<file path="src/core_cfg_pkg.sv">
/*
 * Core configuration package
 * Data and address width, word types for data, addresses,
 * instructions and register indices, and the default reset PC
 */

`default_nettype none

package core_cfg_pkg;

  // Machine word width
  localparam int unsigned XLEN = 32;

  typedef logic [XLEN-1:0] xlen_t;
  typedef logic [XLEN-1:0] addr_t;
  typedef logic [31:0]     instr_t;
  typedef logic [4:0]      reg_idx_t;

  // Reset PC when the top level does not override it
  localparam addr_t DefaultBootAddr = '0;

endpackage

`default_nettype wire

</file>
<file path="src/rv_isa_pkg.sv">
/*
 * RV32I subset encodings
 * Major opcodes, funct3 and funct7 values of the supported
 * instructions, and the ALU operation enum used by ID and EX
 */

`default_nettype none

package rv_isa_pkg;

  // Major opcodes, bits [6:0]
  typedef enum logic [6:0] {
    OPC_OP     = 7'b0110011,
    OPC_OP_IMM = 7'b0010011,
    OPC_LUI    = 7'b0110111,
    OPC_BRANCH = 7'b1100011,
    OPC_JAL    = 7'b1101111
  } opcode_e;

  // ALU and branch functions
  localparam logic [2:0] F3_ADD_SUB = 3'b000;
  localparam logic [2:0] F3_SLT     = 3'b010;
  localparam logic [2:0] F3_XOR     = 3'b100;
  localparam logic [2:0] F3_OR      = 3'b110;
  localparam logic [2:0] F3_AND     = 3'b111;
  localparam logic [2:0] F3_BEQ     = 3'b000;
  localparam logic [2:0] F3_BNE     = 3'b001;

  // funct7 of register ops
  localparam logic [6:0] F7_BASE = 7'b0000000;
  localparam logic [6:0] F7_SUB  = 7'b0100000;

  typedef enum logic [3:0] {
    ALU_ADD,
    ALU_SUB,
    ALU_AND,
    ALU_OR,
    ALU_XOR,
    ALU_SLT,
    ALU_PASS_B,
    ALU_BEQ,
    ALU_BNE,
    ALU_JAL
  } alu_op_e;

endpackage

`default_nettype wire

</file>
<file path="src/fetch_if.sv">
/*
 * Fetch bus from the frontend to the ID stage
 * Valid/ready handshake carrying one instruction and its PC
 */

`default_nettype none

interface fetch_if;
  import core_cfg_pkg::*;

  logic   valid;
  logic   ready;
  instr_t instr;
  addr_t  pc;

  modport frontend (output valid, output instr, output pc, input ready);
  modport decode (input valid, input instr, input pc, output ready);

endinterface

`default_nettype wire

</file>
<file path="src/issue_if.sv">
/*
 * Issue bus from the ID stage to the EX stage
 * One decoded op per cycle, no back-pressure
 */

`default_nettype none

interface issue_if;
  import core_cfg_pkg::*;
  import rv_isa_pkg::*;

  logic     valid;
  alu_op_e  alu_op;
  xlen_t    op_a;
  xlen_t    op_b;
  xlen_t    imm;
  reg_idx_t rd;
  addr_t    pc;
  logic     we;
  logic     illegal;

  modport issue (output valid, alu_op, op_a, op_b, imm, rd, pc, we, illegal);
  modport execute (input valid, alu_op, op_a, op_b, imm, rd, pc, we, illegal);

endinterface

`default_nettype wire

</file>
<file path="src/ex_stage.sv">
/*
 * Execute stage
 * ALU, branch and jump resolution with PC redirect,
 * register write-back and the registered commit port
 */

`default_nettype none

module ex_stage (
  input  logic                   clk_i,
  input  logic                   rst_ni,
  issue_if.execute               issue_i,
  output logic                   redirect_o,
  output core_cfg_pkg::addr_t    target_o,
  output logic                   wb_we_o,
  output core_cfg_pkg::reg_idx_t wb_rd_o,
  output core_cfg_pkg::xlen_t    wb_data_o,
  output logic                   commit_valid_o,
  output core_cfg_pkg::addr_t    commit_pc_o,
  output core_cfg_pkg::reg_idx_t commit_rd_o,
  output core_cfg_pkg::xlen_t    commit_wdata_o,
  output logic                   commit_illegal_o
);
  import core_cfg_pkg::*;
  import rv_isa_pkg::*;

  xlen_t result;
  logic  taken;
  logic  no_result;

  // --------------------------------------
  // ALU and branch compare
  // --------------------------------------
  always_comb begin
    result = '0;
    taken  = 1'b0;
    case (issue_i.alu_op)
      ALU_ADD:    result = issue_i.op_a + issue_i.op_b;
      ALU_SUB:    result = issue_i.op_a - issue_i.op_b;
      ALU_AND:    result = issue_i.op_a & issue_i.op_b;
      ALU_OR:     result = issue_i.op_a | issue_i.op_b;
      ALU_XOR:    result = issue_i.op_a ^ issue_i.op_b;
      ALU_SLT:    result = {{(XLEN-1){1'b0}}, $signed(issue_i.op_a) < $signed(issue_i.op_b)};
      ALU_PASS_B: result = issue_i.op_b;
      ALU_BEQ:    taken = (issue_i.op_a == issue_i.op_b);
      ALU_BNE:    taken = (issue_i.op_a != issue_i.op_b);
      ALU_JAL: begin
        // Link address
        result = issue_i.pc + addr_t'(4);
        taken  = 1'b1;
      end
      default: result = '0;
    endcase
  end

  // Branches and illegal ops report neither rd nor data
  assign no_result = issue_i.illegal | (issue_i.alu_op == ALU_BEQ) |
                     (issue_i.alu_op == ALU_BNE);

  assign redirect_o = issue_i.valid & ~issue_i.illegal & taken;
  assign target_o   = issue_i.pc + issue_i.imm;

  assign wb_we_o   = issue_i.valid & issue_i.we;
  assign wb_rd_o   = issue_i.rd;
  assign wb_data_o = result;

  // --------------------------------------
  // Commit port
  // --------------------------------------
  always_ff @(posedge clk_i or negedge rst_ni) begin
    if (!rst_ni) begin
      commit_valid_o <= 1'b0;
    end else begin
      commit_valid_o <= issue_i.valid;
    end
  end

  always_ff @(posedge clk_i) begin
    if (issue_i.valid) begin
      commit_pc_o      <= issue_i.pc;
      commit_illegal_o <= issue_i.illegal;
      commit_rd_o      <= no_result ? '0 : issue_i.rd;
      commit_wdata_o   <= no_result ? '0 : result;
    end
  end

endmodule

`default_nettype wire

</file>
<file path="src/frontend.sv">
/*
 * Instruction frontend
 * PC generation, APB read master for instruction fetch and a
 * one-entry fetch buffer towards the ID stage
 */

`default_nettype none

module frontend #(
  parameter core_cfg_pkg::addr_t BootAddr = core_cfg_pkg::DefaultBootAddr
) (
  input  logic                 clk_i,
  input  logic                 rst_ni,
  output logic                 psel_o,
  output logic                 penable_o,
  output core_cfg_pkg::addr_t  paddr_o,
  input  core_cfg_pkg::instr_t prdata_i,
  input  logic                 pready_i,
  input  logic                 redirect_i,
  input  core_cfg_pkg::addr_t  target_i,
  fetch_if.frontend            fetch_o
);
  import core_cfg_pkg::*;

  typedef enum logic [1:0] {
    APB_IDLE,
    APB_SETUP,
    APB_ACCESS
  } apb_state_e;

  apb_state_e state_q, state_d;
  addr_t      pc_q;
  addr_t      fetch_addr_q;
  addr_t      next_addr;
  logic       discard_q;
  logic       buf_valid_q;
  instr_t     buf_instr_q;
  addr_t      buf_pc_q;
  logic       take;
  logic       buf_free;
  logic       done;
  logic       drop;
  logic       start;

  assign take     = buf_valid_q & fetch_o.ready;
  assign buf_free = ~buf_valid_q | take;
  assign done     = (state_q == APB_ACCESS) & pready_i;
  // Data of this transfer belongs to a squashed path
  assign drop     = discard_q | redirect_i;
  // The buffer is always empty while a transfer runs
  assign start    = ((state_q == APB_IDLE) & (buf_free | redirect_i)) | (done & drop);
  assign next_addr = redirect_i ? target_i : pc_q;

  // --------------------------------------
  // APB transfer FSM
  // --------------------------------------
  always_comb begin
    state_d = state_q;
    case (state_q)
      APB_IDLE:   if (start) state_d = APB_SETUP;
      APB_SETUP:  state_d = APB_ACCESS;
      APB_ACCESS: if (done) state_d = drop ? APB_SETUP : APB_IDLE;
      default:    state_d = APB_IDLE;
    endcase
  end

  always_ff @(posedge clk_i or negedge rst_ni) begin
    if (!rst_ni) begin
      state_q      <= APB_IDLE;
      pc_q         <= BootAddr;
      fetch_addr_q <= BootAddr;
      discard_q    <= 1'b0;
      buf_valid_q  <= 1'b0;
    end else begin
      state_q <= state_d;
      if (start) begin
        fetch_addr_q <= next_addr;
        pc_q         <= next_addr + addr_t'(4);
        discard_q    <= 1'b0;
      end else if (redirect_i) begin
        // Transfer still running, finish it and throw the data away
        pc_q      <= target_i;
        discard_q <= 1'b1;
      end
      if (redirect_i) begin
        buf_valid_q <= 1'b0;
      end else if (done & ~drop) begin
        buf_valid_q <= 1'b1;
      end else if (take) begin
        buf_valid_q <= 1'b0;
      end
    end
  end

  // --------------------------------------
  // Fetch buffer
  // --------------------------------------
  always_ff @(posedge clk_i) begin
    if (done & ~drop) begin
      buf_instr_q <= prdata_i;
      buf_pc_q    <= fetch_addr_q;
    end
  end

  assign psel_o    = (state_q != APB_IDLE);
  assign penable_o = (state_q == APB_ACCESS);
  assign paddr_o   = fetch_addr_q;

  assign fetch_o.valid = buf_valid_q;
  assign fetch_o.instr = buf_instr_q;
  assign fetch_o.pc    = buf_pc_q;

endmodule

`default_nettype wire

</file>
<file path="src/id_stage.sv">
/*
 * Instruction decode stage
 * RV32I subset decoder, immediate generation, operand selection
 * and the issue register feeding the EX stage
 */

`default_nettype none

module id_stage (
  input  logic                   clk_i,
  input  logic                   rst_ni,
  input  logic                   redirect_i,
  output core_cfg_pkg::reg_idx_t rs1_o,
  output core_cfg_pkg::reg_idx_t rs2_o,
  input  core_cfg_pkg::xlen_t    rs1_data_i,
  input  core_cfg_pkg::xlen_t    rs2_data_i,
  fetch_if.decode                fetch_i,
  issue_if.issue                 issue_o
);
  import core_cfg_pkg::*;
  import rv_isa_pkg::*;

  instr_t     instr;
  logic [2:0] funct3;
  logic [6:0] funct7;
  xlen_t      imm_i, imm_u, imm_b, imm_j;
  alu_op_e    dec_alu_op;
  xlen_t      dec_op_b;
  xlen_t      dec_imm;
  logic       dec_we;
  logic       dec_illegal;
  logic       fetch_take;

  assign instr  = fetch_i.instr;
  assign funct3 = instr[14:12];
  assign funct7 = instr[31:25];
  assign rs1_o  = instr[19:15];
  assign rs2_o  = instr[24:20];

  assign imm_i = {{20{instr[31]}}, instr[31:20]};
  assign imm_u = {instr[31:12], 12'b0};
  assign imm_b = {{19{instr[31]}}, instr[31], instr[7], instr[30:25], instr[11:8], 1'b0};
  assign imm_j = {{11{instr[31]}}, instr[31], instr[19:12], instr[20], instr[30:21], 1'b0};

  // --------------------------------------
  // Decoder
  // --------------------------------------
  always_comb begin
    dec_alu_op  = ALU_ADD;
    dec_op_b    = rs2_data_i;
    dec_imm     = imm_i;
    dec_we      = 1'b1;
    dec_illegal = 1'b0;
    case (instr[6:0])
      OPC_OP: begin
        if (funct7 == F7_SUB && funct3 == F3_ADD_SUB) dec_alu_op = ALU_SUB;
        else if (funct7 != F7_BASE) dec_illegal = 1'b1;
        else if (funct3 == F3_ADD_SUB) dec_alu_op = ALU_ADD;
        else if (funct3 == F3_SLT) dec_alu_op = ALU_SLT;
        else if (funct3 == F3_XOR) dec_alu_op = ALU_XOR;
        else if (funct3 == F3_OR) dec_alu_op = ALU_OR;
        else if (funct3 == F3_AND) dec_alu_op = ALU_AND;
        else dec_illegal = 1'b1;
      end
      OPC_OP_IMM: begin
        dec_op_b = imm_i;
        case (funct3)
          F3_ADD_SUB: dec_alu_op = ALU_ADD;
          F3_XOR:     dec_alu_op = ALU_XOR;
          F3_OR:      dec_alu_op = ALU_OR;
          F3_AND:     dec_alu_op = ALU_AND;
          default:    dec_illegal = 1'b1;
        endcase
      end
      OPC_LUI: begin
        dec_op_b   = imm_u;
        dec_alu_op = ALU_PASS_B;
      end
      OPC_BRANCH: begin
        dec_imm = imm_b;
        dec_we  = 1'b0;
        if (funct3 == F3_BEQ) dec_alu_op = ALU_BEQ;
        else if (funct3 == F3_BNE) dec_alu_op = ALU_BNE;
        else dec_illegal = 1'b1;
      end
      OPC_JAL: begin
        dec_imm    = imm_j;
        dec_alu_op = ALU_JAL;
      end
      default: dec_illegal = 1'b1;
    endcase
    if (dec_illegal) begin
      dec_we     = 1'b0;
      dec_alu_op = ALU_ADD;
    end
  end

  // EX consumes the issue register every cycle
  assign fetch_i.ready = 1'b1;
  assign fetch_take    = fetch_i.valid & fetch_i.ready;

  // --------------------------------------
  // Issue register
  // --------------------------------------
  always_ff @(posedge clk_i or negedge rst_ni) begin
    if (!rst_ni) begin
      issue_o.valid <= 1'b0;
    end else begin
      issue_o.valid <= fetch_take & ~redirect_i;
    end
  end

  always_ff @(posedge clk_i) begin
    if (fetch_take) begin
      issue_o.alu_op  <= dec_alu_op;
      issue_o.op_a    <= rs1_data_i;
      issue_o.op_b    <= dec_op_b;
      issue_o.imm     <= dec_imm;
      issue_o.rd      <= instr[11:7];
      issue_o.pc      <= fetch_i.pc;
      // Writes to x0 are dropped here
      issue_o.we      <= dec_we & (instr[11:7] != '0);
      issue_o.illegal <= dec_illegal;
    end
  end

endmodule

`default_nettype wire

</file>
<file path="src/regfile.sv">
/*
 * Integer register file
 * x1..x31 with two read ports, one write port and
 * same-cycle write-to-read bypass; x0 reads as zero
 */

`default_nettype none

module regfile (
  input  logic                   clk_i,
  input  logic                   rst_ni,
  input  core_cfg_pkg::reg_idx_t rs1_i,
  input  core_cfg_pkg::reg_idx_t rs2_i,
  output core_cfg_pkg::xlen_t    rs1_data_o,
  output core_cfg_pkg::xlen_t    rs2_data_o,
  input  logic                   we_i,
  input  core_cfg_pkg::reg_idx_t rd_i,
  input  core_cfg_pkg::xlen_t    wdata_i
);
  import core_cfg_pkg::*;

  xlen_t regs_q [1:31];

  function automatic xlen_t read_port(reg_idx_t idx);
    xlen_t val;
    if (idx == '0) begin
      val = '0;
    end else if (we_i && idx == rd_i) begin
      // Result written this cycle by EX
      val = wdata_i;
    end else begin
      val = regs_q[idx];
    end
    return val;
  endfunction

  always_comb begin
    rs1_data_o = read_port(rs1_i);
    rs2_data_o = read_port(rs2_i);
  end

  always_ff @(posedge clk_i or negedge rst_ni) begin
    if (!rst_ni) begin
      for (int i = 1; i < 32; i++) begin
        regs_q[i] <= '0;
      end
    end else if (we_i && rd_i != '0) begin
      regs_q[rd_i] <= wdata_i;
    end
  end

endmodule

`default_nettype wire

</file>
<file path="src/rv_core.sv">
/*
 * RV32I subset core, top level
 * Frontend, ID stage, register file and EX stage with an APB
 * instruction fetch port and a single commit port
 */

`default_nettype none

module rv_core #(
  parameter core_cfg_pkg::addr_t BootAddr = core_cfg_pkg::DefaultBootAddr
) (
  input  logic                   clk_i,
  input  logic                   rst_ni,
  // APB fetch master
  output logic                   psel_o,
  output logic                   penable_o,
  output core_cfg_pkg::addr_t    paddr_o,
  input  core_cfg_pkg::instr_t   prdata_i,
  input  logic                   pready_i,
  // Retired instructions
  output logic                   commit_valid_o,
  output core_cfg_pkg::addr_t    commit_pc_o,
  output core_cfg_pkg::reg_idx_t commit_rd_o,
  output core_cfg_pkg::xlen_t    commit_wdata_o,
  output logic                   commit_illegal_o
);
  import core_cfg_pkg::*;

  logic     redirect;
  addr_t    target;
  reg_idx_t rs1_idx, rs2_idx;
  xlen_t    rs1_data, rs2_data;
  logic     wb_we;
  reg_idx_t wb_rd;
  xlen_t    wb_data;

  fetch_if fetch_bus ();
  issue_if issue_bus ();

  frontend #(
    .BootAddr ( BootAddr )
  ) i_frontend (
    .clk_i      ( clk_i     ),
    .rst_ni     ( rst_ni    ),
    .psel_o     ( psel_o    ),
    .penable_o  ( penable_o ),
    .paddr_o    ( paddr_o   ),
    .prdata_i   ( prdata_i  ),
    .pready_i   ( pready_i  ),
    .redirect_i ( redirect  ),
    .target_i   ( target    ),
    .fetch_o    ( fetch_bus )
  );

  id_stage i_id_stage (
    .clk_i      ( clk_i     ),
    .rst_ni     ( rst_ni    ),
    .redirect_i ( redirect  ),
    .rs1_o      ( rs1_idx   ),
    .rs2_o      ( rs2_idx   ),
    .rs1_data_i ( rs1_data  ),
    .rs2_data_i ( rs2_data  ),
    .fetch_i    ( fetch_bus ),
    .issue_o    ( issue_bus )
  );

  regfile i_regfile (
    .clk_i      ( clk_i    ),
    .rst_ni     ( rst_ni   ),
    .rs1_i      ( rs1_idx  ),
    .rs2_i      ( rs2_idx  ),
    .rs1_data_o ( rs1_data ),
    .rs2_data_o ( rs2_data ),
    .we_i       ( wb_we    ),
    .rd_i       ( wb_rd    ),
    .wdata_i    ( wb_data  )
  );

  ex_stage i_ex_stage (
    .clk_i            ( clk_i            ),
    .rst_ni           ( rst_ni           ),
    .issue_i          ( issue_bus        ),
    .redirect_o       ( redirect         ),
    .target_o         ( target           ),
    .wb_we_o          ( wb_we            ),
    .wb_rd_o          ( wb_rd            ),
    .wb_data_o        ( wb_data          ),
    .commit_valid_o   ( commit_valid_o   ),
    .commit_pc_o      ( commit_pc_o      ),
    .commit_rd_o      ( commit_rd_o      ),
    .commit_wdata_o   ( commit_wdata_o   ),
    .commit_illegal_o ( commit_illegal_o )
  );

endmodule

`default_nettype wire

</file>
<file path="config.mk">
export PLATFORM = sky130hd
export DESIGN_NAME = rv_core
export DESIGN_NICKNAME = d
export VERILOG_FILES = /design/src/core_cfg_pkg.sv /design/src/rv_isa_pkg.sv /design/src/fetch_if.sv /design/src/issue_if.sv /design/src/ex_stage.sv /design/src/frontend.sv /design/src/id_stage.sv /design/src/regfile.sv /design/src/rv_core.sv
export SDC_FILE = /design/constraint.sdc
export NUM_CORES = 2
export LEC_CHECK = 0
export BUFFER_PORTS_ARGS = -buffer_cell sky130_fd_sc_hd__clkbuf_2
export CAP_MARGIN = 10
export CORE_MARGIN = 10
export CORE_UTILIZATION = 35
export CTS_BUF_LIST = sky130_fd_sc_hd__clkbuf_8 sky130_fd_sc_hd__clkbuf_16
export CTS_CLUSTER_SIZE = 12
export DETAILED_ROUTE_END_ITERATION = 12
export PLACE_DENSITY = 0.61
export SYNTH_ARGS = -nofsm -noshare
export SYNTH_HDL_FRONTEND = slang
export SYNTH_SLANG_ARGS = --single-unit
</file>
<file path="constraint.sdc">
create_clock -name clk_i -period 9 [get_ports clk_i]
set_clock_uncertainty 0.15 [all_clocks]
set_input_delay 0 -clock clk_i [delete_from_list [all_inputs] [get_ports clk_i]]
set_output_delay 0 -clock clk_i [all_outputs]
set_load 0.005 [all_outputs]
</file>
==> results.sh <==
export IMPL_end_kind="flip-flop"
export IMPL_slowest_delay_ns=1.00
export IMPL_dpl_cell_area_mm2=0.0746
export IMPL_place_hpwl_mm=139
export IMPL_fin_crit_sh=0.678
export IMPL_slowest_stage="nor4_1"
export IMPL_cp_top_family="simple AND/OR/NAND/NOR gates"
export IMPL_final_antenna_net_count=0
export IMPL_worst_slack_ns=2.89
export IMPL_drc_errors=0
export IMPL_min_period_ns=6.11
export IMPL_tns_ns=0
export IMPL_drt_pass1_iter_count=5
export IMPL_fillers=19000
export IMPL_syn_mean_instance_area_um2=11.3
export IMPL_grt_pass1_wl_mm=344
export IMPL_synth_largest_area_cell="dfrtp_1"
export IMPL_final_common_cell="dfrtp_1"
export IMPL_synth_cell_types=92
export IMPL_arrival_ns=6.66
export IMPL_clock_latency_ns=0.81
export IMPL_wl_per_cell_um=25.4
export IMPL_dieArea_mm2=0.221
export IMPL_syn_num_nets=6471
export IMPL_cts_made_buffers=144
export IMPL_h_tree_depth=4
export IMPL_cts_num_sinks=1324
export IMPL_relSlewSlack=0.120
export IMPL_synth_seq_cells=1324
export IMPL_vdd_ir_drop_max_uv=164
export IMPL_drt_total_wl_mm=229
export IMPL_insertedDiodeCount=0
export IMPL_drt_initial_drc_count=5339
export IMPL_via_per_inst=5.80
export IMPL_die_w_um=470
export IMPL_rows=165
export IMPL_io_pins=140
export IMPL_dp_cells=8677
export IMPL_hold_path_class="in -> reg"
export IMPL_fmaxAchievable_mhz=164
export IMPL_stdcell_count=8999
export IMPL_synth_edf_count=262
export IMPL_hold_viol_final=0
export IMPL_status="complete, no violations"
export IMPL_powerDensity_mw_per_mm2=249
export IMPL_ys_top_cells_by_area="dfrtp_1 37%, mux4_2 18%, edfxtp_1 11%, a21oi_1 5.9%, nor2_1 4.2%"
export IMPL_final_cell_area_mm2=0.0799
export IMPL_grt_max_degree=179
export IMPL_cp_data_required_time_ns=9.56
export IMPL_drive_gt1_frac=0.198
export IMPL_area_growth_pct=12.6
export IMPL_ys_seq_area_frac=0.485
export IMPL_start_util=0.351
export IMPL_clock_path_buffers=3
export IMPL_core_area_mm2=0.202
export IMPL_critical_path_class="reg -> reg"
export IMPL_gp_congestion=0.867
export IMPL_grt_setup_unrepaired="false"
export IMPL_final_max_slew_viol_count=0
export IMPL_netlist_area_mm2=0.0710
export IMPL_grt_overflow_total=0
export IMPL_r2r_slack_ns=2.89
export IMPL_path_cells="inv_1, ha_1, nor4_1, nand4_1, o31ai_1, nand2_2, mux2i_1, inv_1, ha_1, nor3b_1, o21ai_0, nand2_1, o211ai_1, and2b_1, a21boi_2, and4_1, nand3_1, nor3_1, xnor2_1"
export IMPL_worstMarginPinSlew_ns=1.31
export IMPL_die_y_um=470
export IMPL_vias=52200
export IMPL_yosysTopAreaCellShare=0.374
export IMPL_report_final_setup_viol=0
export IMPL_grt_total_usage=0.202
export IMPL_final_nets=6404
export IMPL_io_buffers=139
export IMPL_path_max_fanout=32
export IMPL_yosys_warnings=0
export IMPL_critPathBufInv=2
export IMPL_worst_setup_path_start_kind="flip-flop"
export IMPL_synthCells=6288
export IMPL_synth_flop_cell="dfrtp_1"
export IMPL_grt_antenna_before_repair=10
export IMPL_grt_pass1_vias=52300
export IMPL_whs_ns=0.0670
export IMPL_cap_violations=0
export IMPL_static_leakage_power_uw=0.0333
export IMPL_cts_root_buf="clkbuf_16"
export IMPL_layout_common_cells="1060 x dfrtp_1, 828 x a21oi_1, 783 x nor2_1"
export IMPL_dp_slack_ns=3.03
export IMPL_async_reset_ff_frac=0.802
export IMPL_cts_tree="built"
export IMPL_clk_pin_slew_ns=0.06
[area by class of cell]
class                   instances  area, um^2  area share
inverters                     124         465     0.00582
flip-flops and latches       1324       34500       0.431
clock buffers                 171        4020      0.0503
clock inverters                81         621     0.00777
multi-input cells            4291       34400       0.431
well taps                    2672        3340      0.0418
repair buffers                336        2580      0.0323
[stage by stage]
step                utilization  power, uW
finish                    0.396      19900
global route              0.396      20900
CTS                       0.396      20000
detailed placement        0.369      14100
global placement          0.369      13900
floorplan                     -      12100
[cell families (layout without fill, tap and decap cells)]
family / after synthesis / in the layout / share of synthesized area
AOI/OAI and AO/OA: 1640 / 1640 / 0.131
xor gates and xnor gates: 95 / 95 / 0.0117
adders and majority gates: 148 / 148 / 0.0264
buffers and inverters: 673 / 712 / 0.0363
DFF: 1324 / 1324 / 0.485
muxes: 793 / 793 / 0.215
and+or+nand+nor: 1615 / 1615 / 0.0943
[synth_stat cells, types with 29 or more instances]
master and count:
inv_1 122, mux2_2 99, o221ai_1 32, o21bai_1 29
xnor2_1 60, o21ai_0 455, edfxtp_1 262, mux4_2 576
buf_1 63, mux2i_1 118, nor3_1 49, xor2_1 35
nor2_1 803, clkbuf_1 461, nand2_1 570, dfrtp_1 1062
a21oi_1 835, a21o_1 39, ha_1 145, a22oi_1 29
nand3_1 40
[layer usage]
| layer | GRT usage | vias to the layer above | wire length [um] |
|---|---|---|---|
| li1 | - | 22900 | - |
| met1 | 0.275 | 26600 | 96000 |
| met2 | 0.313 | 2239 | 104000 |
| met3 | 0.0539 | 453 | 21800 |
| met4 | 0.0645 | 2 | 7270 |
| met5 | 0 | - | 11 |
[registers in the layout, indices dropped and copies added (netlist names)]
register                     cells
i_ex_stage.commit_illegal_o      1
i_ex_stage.commit_pc_o          32
i_ex_stage.commit_rd_o           5
i_ex_stage.commit_valid_o        1
i_ex_stage.commit_wdata_o       32
i_frontend.discard_q             1
i_frontend.fetch_o.instr        32
i_frontend.fetch_o.pc           32
i_frontend.fetch_o.valid         1
i_frontend.paddr_o              32
i_frontend.pc_q                 32
i_frontend.state_q               2
i_id_stage.issue_o.alu_op        4
i_id_stage.issue_o.illegal       1
i_id_stage.issue_o.imm          21
i_id_stage.issue_o.op_a         32
i_id_stage.issue_o.op_b         32
i_id_stage.issue_o.pc           32
i_id_stage.issue_o.rd            5
i_id_stage.issue_o.valid         1
i_id_stage.issue_o.we            1
i_regfile.regs_q               992
[power breakdown]
group	leakage (uW)	total (uW)	internal, uW	switching (uW)
combinational	0.0139	5690	2390	3300
clock	0.00245	5870	3350	2530
sequential	0.0169	8370	7400	970
[final timing paths]
check	from	endpoint	depth (start not counted)
setup / recovery	i_id_stage.issue_o.op_b[30]	i_frontend.pc_q[28]	19
hold / removal	pready_i	i_frontend.state_q[1]	5
setup reg to reg	i_id_stage.issue_o.op_b[30]	i_frontend.pc_q[28]	19
hold reg to reg	i_frontend.fetch_o.pc[30]	i_id_stage.issue_o.pc[30]	0
max in group asynchronous	rst_ni	i_regfile.regs_q[566]	5
min in group asynchronous	rst_ni	i_regfile.regs_q[903]	4
[worst reg2reg max path: stages, from the launching register on]
cell and delay (ns):
edfxtp_1 0.37, inv_1 0.08, ha_1 0.44, nor4_1 1.00
nand4_1 0.29, o31ai_1 0.45, nand2_2 0.57, mux2i_1 0.32
inv_1 0.10, ha_1 0.18, nor3b_1 0.30, o21ai_0 0.12
nand2_1 0.08, o211ai_1 0.12, and2b_1 0.26, a21boi_2 0.28
and4_1 0.37, nand3_1 0.19, nor3_1 0.23, xnor2_1 0.15
[what timing repair did]
| action | in CTS | in global routing |
|---|---|---|
| endpoints found under the setup margin | 0 | 0 |
| buffers inserted | 0 | 0 |
| gates resized for setup | 0 | 0 |
| hold buffers | 69 | 0 |
| hold endpoints to repair | 708 | 0 |
No activity file was read; power rests on OpenSTA's default activity.
